--- config.mk ---
export PLATFORM = sky130hd
export DESIGN_NAME = hangman_host_top
export DESIGN_NICKNAME = d
export VERILOG_FILES = /design/src/hw/hangman_pkg.sv /design/src/hw/guess_if.sv /design/src/hw/hangman_host_top.sv /design/src/hw/host_disp.sv /design/src/hw/guess_judge.sv /design/src/hw/word_setter.sv
export SDC_FILE = /design/constraint.sdc
export NUM_CORES = 1
export LEC_CHECK = 0
export BUFFER_PORTS_ARGS = -buffer_cell sky130_fd_sc_hd__buf_2
export CORE_UTILIZATION = 34
export CTS_CLUSTER_DIAMETER = 30
export DETAILED_ROUTE_END_ITERATION = 6
export PLACE_DENSITY = 0.61
export SYNTH_ARGS = -nofsm -noshare
export SYNTH_HDL_FRONTEND = slang
export SYNTH_SLANG_ARGS = --single-unit
--- constraint.sdc ---
create_clock -name clk -period 2.8 [get_ports clk]
set_input_delay 0.28 -clock clk [delete_from_list [all_inputs] [get_ports clk]]
set_output_delay 0.28 -clock clk [all_outputs]
set_load 0.01 [all_outputs]
--- src/hw/hangman_pkg.sv ---
// hangman host shared definitions
// game sizes, ASCII constants and the word and row types

package hangman_pkg;

    // game sizes
    localparam int WORD_LEN    = 5;  // letters in the secret word
    localparam int GUESS_SLOTS = 6;  // miss slots on the bottom row
    localparam int CHAR_W      = 8;  // one ASCII character
    localparam int ROW_CHARS   = 16; // characters per display row

    // ASCII characters used by the display
    localparam logic [CHAR_W-1:0] CH_SPACE = 8'h20;
    localparam logic [CHAR_W-1:0] CH_BLANK = 8'h5F; // underscore marks a hidden slot

    // end-of-round banners, first character in the top byte
    localparam logic [3*CHAR_W-1:0] WIN_TEXT  = {8'h57, 8'h69, 8'h6E};        // "Win"
    localparam logic [4*CHAR_W-1:0] LOSE_TEXT = {8'h4C, 8'h6F, 8'h73, 8'h65}; // "Lose"

    // character 0 sits in the top byte of both types
    typedef logic [WORD_LEN*CHAR_W-1:0]  word_t;
    typedef logic [ROW_CHARS*CHAR_W-1:0] row_t;

endpackage
--- src/hw/guess_if.sv ---
// judged guess channel between the guess judge and the host display
// letter, index_correct and mistake are valid only while judged is high

`timescale 1ns/100ps

interface guess_if;

    logic [hangman_pkg::CHAR_W-1:0]   letter;        // the judged letter
    logic [hangman_pkg::WORD_LEN-1:0] index_correct; // newly revealed positions
    logic                             mistake;       // letter not in the word
    logic                             judged;        // one-cycle strobe
    logic                             won;           // held until new_game
    logic                             lost;          // held until new_game

    modport judge (
        output letter, index_correct, mistake, judged, won, lost
    );

    modport disp (
        input letter, index_correct, mistake, judged, won, lost
    );

endinterface

--- src/hw/hangman_host_top.sv ---
// hangman host top level
// word setter, guess judge and display composer joined by one guess channel

`timescale 1ns/100ps

module hangman_host_top #(
    parameter int MAX_MISSES = 6 // legal range 1 to 6
) (
    input  logic                           clk,
    input  logic                           nRst,
    input  logic [hangman_pkg::CHAR_W-1:0] key_letter,
    input  logic                           set_key,
    input  logic                           start_key,
    input  logic                           guess_key,
    input  logic                           new_game,
    output hangman_pkg::row_t              top,
    output hangman_pkg::row_t              bottom
);

    hangman_pkg::word_t             temp_word;
    logic [hangman_pkg::CHAR_W-1:0] set_letter;
    logic                           toggle_state;

    guess_if gi ();

    word_setter i_setter (
        .clk          (clk),
        .nRst         (nRst),
        .key_letter   (key_letter),
        .set_key      (set_key),
        .start_key    (start_key),
        .new_game     (new_game),
        .temp_word    (temp_word),
        .set_letter   (set_letter),
        .toggle_state (toggle_state)
    );

    guess_judge #(
        .MAX_MISSES (MAX_MISSES)
    ) i_judge (
        .clk          (clk),
        .nRst         (nRst),
        .key_letter   (key_letter),
        .guess_key    (guess_key),
        .new_game     (new_game),
        .toggle_state (toggle_state),
        .temp_word    (temp_word),
        .gi           (gi.judge)
    );

    host_disp i_disp (
        .clk          (clk),
        .nRst         (nRst),
        .set_letter   (set_letter),
        .temp_word    (temp_word),
        .toggle_state (toggle_state),
        .new_game     (new_game),
        .gi           (gi.disp),
        .top          (top),
        .bottom       (bottom)
    );

endmodule

--- src/hw/host_disp.sv ---
// host display composer
// setup/play state machine that builds the two 16-character ASCII rows

`timescale 1ns/100ps

module host_disp (
    input  logic                           clk,
    input  logic                           nRst,
    input  logic [hangman_pkg::CHAR_W-1:0] set_letter,
    input  hangman_pkg::word_t             temp_word,
    input  logic                           toggle_state,
    input  logic                           new_game,
    guess_if.disp                          gi,
    output hangman_pkg::row_t              top,
    output hangman_pkg::row_t              bottom
);

    localparam int                CW     = hangman_pkg::CHAR_W;
    localparam int                MISS_W = hangman_pkg::GUESS_SLOTS * CW;
    localparam logic [CW-1:0]     SP     = hangman_pkg::CH_SPACE;
    localparam logic [CW-1:0]     BL     = hangman_pkg::CH_BLANK;

    typedef enum logic {
        SET     = 1'b0,
        COMPARE = 1'b1
    } disp_state_t;

    disp_state_t        state;
    disp_state_t        next_state;
    hangman_pkg::word_t rev_word;       // revealed word, underscores when hidden
    hangman_pkg::word_t next_rev_word;
    logic [MISS_W-1:0]  miss_list;      // newest miss leftmost
    logic [MISS_W-1:0]  next_miss_list;
    hangman_pkg::row_t  next_top;
    hangman_pkg::row_t  next_bottom;
    hangman_pkg::row_t  setup_bottom;
    logic               active;         // rows stay dark until the first new_game
    logic               next_active;

    // shared by setup and both end screens
    assign setup_bottom = {{6{SP}}, temp_word, {5{SP}}};

    always_ff @(posedge clk, negedge nRst) begin
        if (!nRst) begin
            state     <= SET;
            rev_word  <= {hangman_pkg::WORD_LEN{BL}};
            miss_list <= {hangman_pkg::GUESS_SLOTS{BL}};
            top       <= '0;
            bottom    <= '0;
            active    <= 1'b0;
        end else begin
            state     <= next_state;
            rev_word  <= next_rev_word;
            miss_list <= next_miss_list;
            top       <= next_top;
            bottom    <= next_bottom;
            active    <= next_active;
        end
    end

    always_comb begin
        next_state     = state;
        next_rev_word  = rev_word;
        next_miss_list = miss_list;
        next_top       = top;
        next_bottom    = bottom;
        next_active    = active;

        if (new_game) begin
            next_state     = SET;
            next_rev_word  = {hangman_pkg::WORD_LEN{BL}};
            next_miss_list = {hangman_pkg::GUESS_SLOTS{BL}};
            next_top       = {hangman_pkg::ROW_CHARS{SP}};
            next_bottom    = {hangman_pkg::ROW_CHARS{SP}};
            next_active    = 1'b1;
        end else begin
            case (state)
                SET: begin
                    if (toggle_state) begin
                        next_state = COMPARE;
                    end
                    if (active) begin
                        next_top    = {{7{SP}}, set_letter, {8{SP}}};
                        next_bottom = setup_bottom;
                    end
                end
                COMPARE: begin
                    if (gi.judged) begin
                        // judge flags only still-hidden positions
                        for (int i = 0; i < hangman_pkg::WORD_LEN; i++) begin
                            if (gi.index_correct[i]) begin
                                next_rev_word[i*CW +: CW] = gi.letter;
                            end
                        end
                        if (gi.mistake) begin
                            next_miss_list = {gi.letter, miss_list[MISS_W-1:CW]}; // oldest drops
                        end
                    end
                    if (active) begin
                        if (gi.won) begin
                            next_top    = {{7{SP}}, hangman_pkg::WIN_TEXT, {6{SP}}};
                            next_bottom = setup_bottom;
                        end else if (gi.lost) begin
                            next_top    = {{6{SP}}, hangman_pkg::LOSE_TEXT, {6{SP}}};
                            next_bottom = setup_bottom;
                        end else begin
                            next_top    = {{6{SP}}, rev_word, {5{SP}}};
                            next_bottom = {{5{SP}}, miss_list, {5{SP}}};
                        end
                    end
                end
                default: begin
                    next_state = SET;
                end
            endcase
        end
    end

endmodule

--- src/hw/guess_judge.sv ---
// guess judge for the hangman host
// compares each guess with the secret word, tracks reveals and misses,
// and decides win or loss

`timescale 1ns/100ps

module guess_judge #(
    parameter int MAX_MISSES = 6
) (
    input  logic                           clk,
    input  logic                           nRst,
    input  logic [hangman_pkg::CHAR_W-1:0] key_letter,
    input  logic                           guess_key,
    input  logic                           new_game,
    input  logic                           toggle_state,
    input  hangman_pkg::word_t             temp_word,
    guess_if.judge                         gi
);

    localparam int         CW         = hangman_pkg::CHAR_W;
    localparam int         WL         = hangman_pkg::WORD_LEN;
    localparam logic [2:0] MISS_LIMIT = 3'(MAX_MISSES);

    logic          playing;   // between start pulse and new_game
    logic [WL-1:0] revealed;  // bit i covers word character at bits i*CW
    logic [WL-1:0] match;
    logic [WL-1:0] fresh;     // matches still hidden
    logic [2:0]    miss_cnt;
    logic [2:0]    miss_next;
    logic          miss;
    logic          accept;

    always_comb begin
        for (int i = 0; i < WL; i++) begin
            match[i] = (temp_word[i*CW +: CW] == key_letter);
        end
    end

    assign fresh     = match & ~revealed;
    assign miss      = ~|match;            // a revealed letter is still no miss
    assign miss_next = miss_cnt + 3'd1;
    assign accept    = guess_key && playing && !gi.won && !gi.lost;

    always_ff @(posedge clk, negedge nRst) begin
        if (!nRst) begin
            playing          <= 1'b0;
            revealed         <= '0;
            miss_cnt         <= '0;
            gi.judged        <= 1'b0;
            gi.index_correct <= '0;
            gi.mistake       <= 1'b0;
            gi.won           <= 1'b0;
            gi.lost          <= 1'b0;
        end else if (new_game) begin
            playing          <= 1'b0;
            revealed         <= '0;
            miss_cnt         <= '0;
            gi.judged        <= 1'b0;
            gi.index_correct <= '0;
            gi.mistake       <= 1'b0;
            gi.won           <= 1'b0;
            gi.lost          <= 1'b0;
        end else begin
            gi.judged <= accept;
            if (toggle_state) begin
                playing <= 1'b1;
            end
            if (accept) begin
                gi.index_correct <= fresh;
                gi.mistake       <= miss;
                revealed         <= revealed | match;
                if (miss) begin
                    miss_cnt <= miss_next; // repeats of a wrong letter count again
                end
                gi.won  <= &(revealed | match);
                gi.lost <= miss && (miss_next == MISS_LIMIT);
            end
        end
    end

    // letter captured with each accepted guess
    always_ff @(posedge clk) begin
        if (accept) begin
            gi.letter <= key_letter;
        end
    end

endmodule

--- src/hw/word_setter.sv ---
// secret word entry for the host
// shifts letters into a five-character word and issues one start pulse

`timescale 1ns/100ps

module word_setter (
    input  logic                           clk,
    input  logic                           nRst,
    input  logic [hangman_pkg::CHAR_W-1:0] key_letter,
    input  logic                           set_key,
    input  logic                           start_key,
    input  logic                           new_game,
    output hangman_pkg::word_t             temp_word,
    output logic [hangman_pkg::CHAR_W-1:0] set_letter,
    output logic                           toggle_state
);

    localparam int          WORD_W = hangman_pkg::WORD_LEN * hangman_pkg::CHAR_W;
    localparam logic [2:0]  FULL   = 3'(hangman_pkg::WORD_LEN);

    logic [2:0] count;   // letters entered, saturates at FULL
    logic       started; // start pulse already issued

    always_ff @(posedge clk, negedge nRst) begin
        if (!nRst) begin
            temp_word    <= {hangman_pkg::WORD_LEN{hangman_pkg::CH_SPACE}};
            set_letter   <= hangman_pkg::CH_SPACE;
            count        <= '0;
            started      <= 1'b0;
            toggle_state <= 1'b0;
        end else begin
            toggle_state <= 1'b0; // single cycle pulse
            if (new_game) begin
                // spaces keep the setup rows blank until the next letter
                temp_word  <= {hangman_pkg::WORD_LEN{hangman_pkg::CH_SPACE}};
                set_letter <= hangman_pkg::CH_SPACE;
                count      <= '0;
                started    <= 1'b0;
            end else if (!started) begin
                if (set_key) begin
                    temp_word  <= {temp_word[WORD_W-hangman_pkg::CHAR_W-1:0], key_letter};
                    set_letter <= key_letter;
                    if (count != FULL) begin
                        count <= count + 3'd1;
                    end
                end
                if (start_key && count == FULL) begin // ignored until word complete
                    toggle_state <= 1'b1;
                    started      <= 1'b1;
                end
            end
        end
    end

endmodule

==> impl_metrics.env <==
export IMPL_tns_ns=0
export IMPL_setup_viol=0
export IMPL_synth_top_cell_area_share=0.350
export IMPL_drtPass1Iterations=5
export IMPL_multi_input_area_sq_um=4730
export IMPL_min_from="start_key"
export IMPL_wl_microns=32600
export IMPL_diodes=0
export IMPL_grt_pass1_wl_microns=50000
export IMPL_cts_tree="done"
export IMPL_post_route_period_util=0.813
export IMPL_synth_top_area_cell="dfrtp_1"
export IMPL_synth_area_top_cells="dfrtp_1, dfstp_2, nand2_1"
export IMPL_drcViolationCount=0
export IMPL_clk_pin_slew_ns=0.05
export IMPL_gp_congestion=0.879
export IMPL_die_h_microns=192
export IMPL_syn2layout_area_growth_pct=16.3
export IMPL_numClockSinks=250
export IMPL_ctsHoldBuffers=1
export IMPL_dp_final_hpwl_microns=21600
export IMPL_rsz0062_at_grt="false"
export IMPL_slew_violations=0
export IMPL_start_util=0.344
export IMPL_stdcell_area_sq_um=14200
export IMPL_routed_via_density=4.76
export IMPL_synth_seq_area_share=0.523
export IMPL_tightest_slew_ns=0.768
export IMPL_path_buf_inv=0
export IMPL_reg2reg_from="i_setter.temp_word[21]"
export IMPL_core_area_sq_um=35500
export IMPL_layout_setup_ws_ns=0.523
export IMPL_final_cells=1892
export IMPL_ant_nets=0
export IMPL_period_needed_ns=2.28
export IMPL_synth_warnings=0
export IMPL_postCtsSetupBuffers=0
export IMPL_cp_start_kind="register"
export IMPL_synthCells=1307
export IMPL_crit_family="simple AND/OR/NAND/NOR gates"
export IMPL_grt_max_degree=124
export IMPL_worstSkewPairLatency_ns=0.54
export IMPL_overflow=0
export IMPL_cts_max_path_buffers=3
export IMPL_crit_required_ns=3.22
export IMPL_h_tree_depth=2
export IMPL_gr_usage_all_layers=0.177
export IMPL_drt_iter0_markers=730
export IMPL_yosys_register_bits=250
export IMPL_p_per_area_nw_per_um2=702
export IMPL_cpPeakStageDelay_ns=0.57
export IMPL_worstSetupPathType="reg -> reg"
export IMPL_place_area_sq_um=12500
export IMPL_post_place_ws_ns=0.539
export IMPL_hold_violations=0
export IMPL_max_freq_mhz=439
export IMPL_routed_via_count=8999
export IMPL_numPlacedInstances=1802
export IMPL_grt_pass1_vias=8366
export IMPL_fill_cells=3451
export IMPL_leakagePower_nw=6.58
export IMPL_port_buffers=122
export IMPL_status="completed"
export IMPL_drv_cap=0
export IMPL_min_path_type="in -> reg"
export IMPL_ir_drop_mv=0.604
export IMPL_numCtsBuffers=48
export IMPL_worstPathCellList="xnor2_1, nand4_1, nor2_1, or4_4, or3_4, mux2_4"
export IMPL_async_reset_ff_frac=0.968
export IMPL_crit_start="i_setter.temp_word[21]"
export IMPL_fin_nets=1410
export IMPL_final_util=0.400
export IMPL_antenna_found_initial=0
export IMPL_post_drt_wl_per_cell_microns=17.2
export IMPL_fin_worst_skew_ns=0.0181
export IMPL_cpMaxStageDelayCell="or4_4"
export IMPL_drive_above_1_share=0.212
export IMPL_num_rows=69
export IMPL_synth_flop_cell="dfrtp_1"
export IMPL_dieArea_sq_um=36700
export IMPL_cp_max_fo=4
export IMPL_syn_area_sq_um=12200
export IMPL_die_w_microns=192
export IMPL_synth_edf_count=8
export IMPL_arrival_ns=2.69
export IMPL_end_kind="register"
export IMPL_postSynthAreaPerCell_sq_um=9.35
export IMPL_post_cts_resized=0
export IMPL_regArea_sq_um=6390
export IMPL_synth_cell_types=46
export IMPL_slew_headroom=0.488
export IMPL_cts_root_buf="clkbuf_16"
export IMPL_ioPinCount=270
## per-stage QoR
stage | power [mW] | hold WS [ns]
floorplan | 4.19 | -0.0156
global placement | 4.19 | 0.319
detailed placement | 4.20 | 0.320
CTS | 10.0 | 0.0277
global route | 10.3 | 0.0301
finish | 9.97 | 0.0421
## state kept, by name, summed over array words and instances, names as in the netlist, 7 cells and up
name,flops
i_disp.bottom,48
i_disp.miss_list,48
i_disp.top,41
i_disp.rev_word,40
i_setter.temp_word,33
i_judge.gi.letter,8
i_setter.set_letter,7
## final timing paths
| path | depth (start not counted) | to | slack [ns] |
|---|---|---|---|
| worst max-delay path | 6 | i_judge.miss_cnt[0] | 0.52 |
| worst min-delay path | 2 | i_setter.toggle_state | 0.04 |
| worst max register to register | 6 | i_judge.miss_cnt[0] | 0.52 |
| worst min register to register | 2 | i_disp.top[56] | 0.47 |
| max in group asynchronous | 3 | i_disp.miss_list[3] | 1.62 |
| min in group asynchronous | 2 | i_disp.top[42] | 0.34 |
## area by class of cell
cell class / instances / share of cell area
timing repair buffer: 142 / 0.0581
inverter: 6 / 0.00159
tap: 461 / 0.0406
clock buffer: 64 / 0.0974
clock inverter: 25 / 0.0196
multi-input combinational: 944 / 0.333
sequential: 250 / 0.450
## per-layer routing
layer / track usage / up-vias / wire length (microns) / share of wire
met5: 0 / - / 0 / 0
met4: 0.0638 / 0 / 956 / 0.029
met3: 0.0327 / 61 / 1730 / 0.053
met2: 0.278 / 324 / 15400 / 0.47
met1: 0.242 / 4413 / 14400 / 0.44
li1: - / 4201 / - / -
## worst register-to-register path, stage by stage (launching register included)
cell	delay [ns]
dfstp_2	0.55
xnor2_1	0.09
nand4_1	0.12
nor2_1	0.12
or4_4	0.57
or3_4	0.41
mux2_4	0.30
## logic make-up (layout without fill, tap and decap cells)
| kind of cell | after synthesis | after routing | share of synthesized area |
|---|---|---|---|
| compound gates | 176 | 176 | 0.0937 |
| flops | 250 | 250 | 0.523 |
| xor+xnor | 42 | 42 | 0.0301 |
| mux | 4 | 4 | 0.00369 |
| other cells | 1 | 147 | 0.000307 |
| simple gates | 571 | 571 | 0.210 |
| buf+inv | 259 | 237 | 0.135 |
| fa+ha+maj | 4 | 4 | 0.00410 |
## layout by cell type (no fill, tap or decap), types with 40 or more instances in the layout
| master | instances |
|---|---|
| nand2_1 | 363 |
| dfrtp_1 | 170 |
| conb_1 | 147 |
| buf_2 | 120 |
| a21oi_1 | 82 |
| nor2_1 | 77 |
| nand3b_1 | 72 |
| dfstp_2 | 71 |
| clkbuf_16 | 50 |
| xnor2_1 | 40 |
## report_power, final
group / switching, mW / total, mW / internal [mW]
Clock: 1.97 / 5.82 / 3.86
Combinational: 0.318 / 0.429 / 0.111
Sequential: 0.0370 / 3.71 / 3.68
## synthesized netlist by cell type, types with 2 or more instances
cell	n
a211oi_1	2
a21oi_1	82
a22o_1	22
a311oi_1	35
and2_1	2
and3_1	7
buf_1	10
buf_4	169
buf_6	6
clkbuf_1	68
dfrtp_1	171
dfstp_2	71
edfxtp_1	8
ha_1	4
inv_1	5
mux2i_1	3
nand2_1	363
nand2b_1	10
nand3_1	7
nand3b_1	72
nand4_1	9
nor2_1	78
nor2b_1	5
nor3_1	6
nor4_1	4
o21ai_0	19
o221ai_1	4
o22a_1	4
o22ai_1	4
xnor2_1	40
xor2_1	2
No activity file was read; power rests on OpenSTA's default activity.
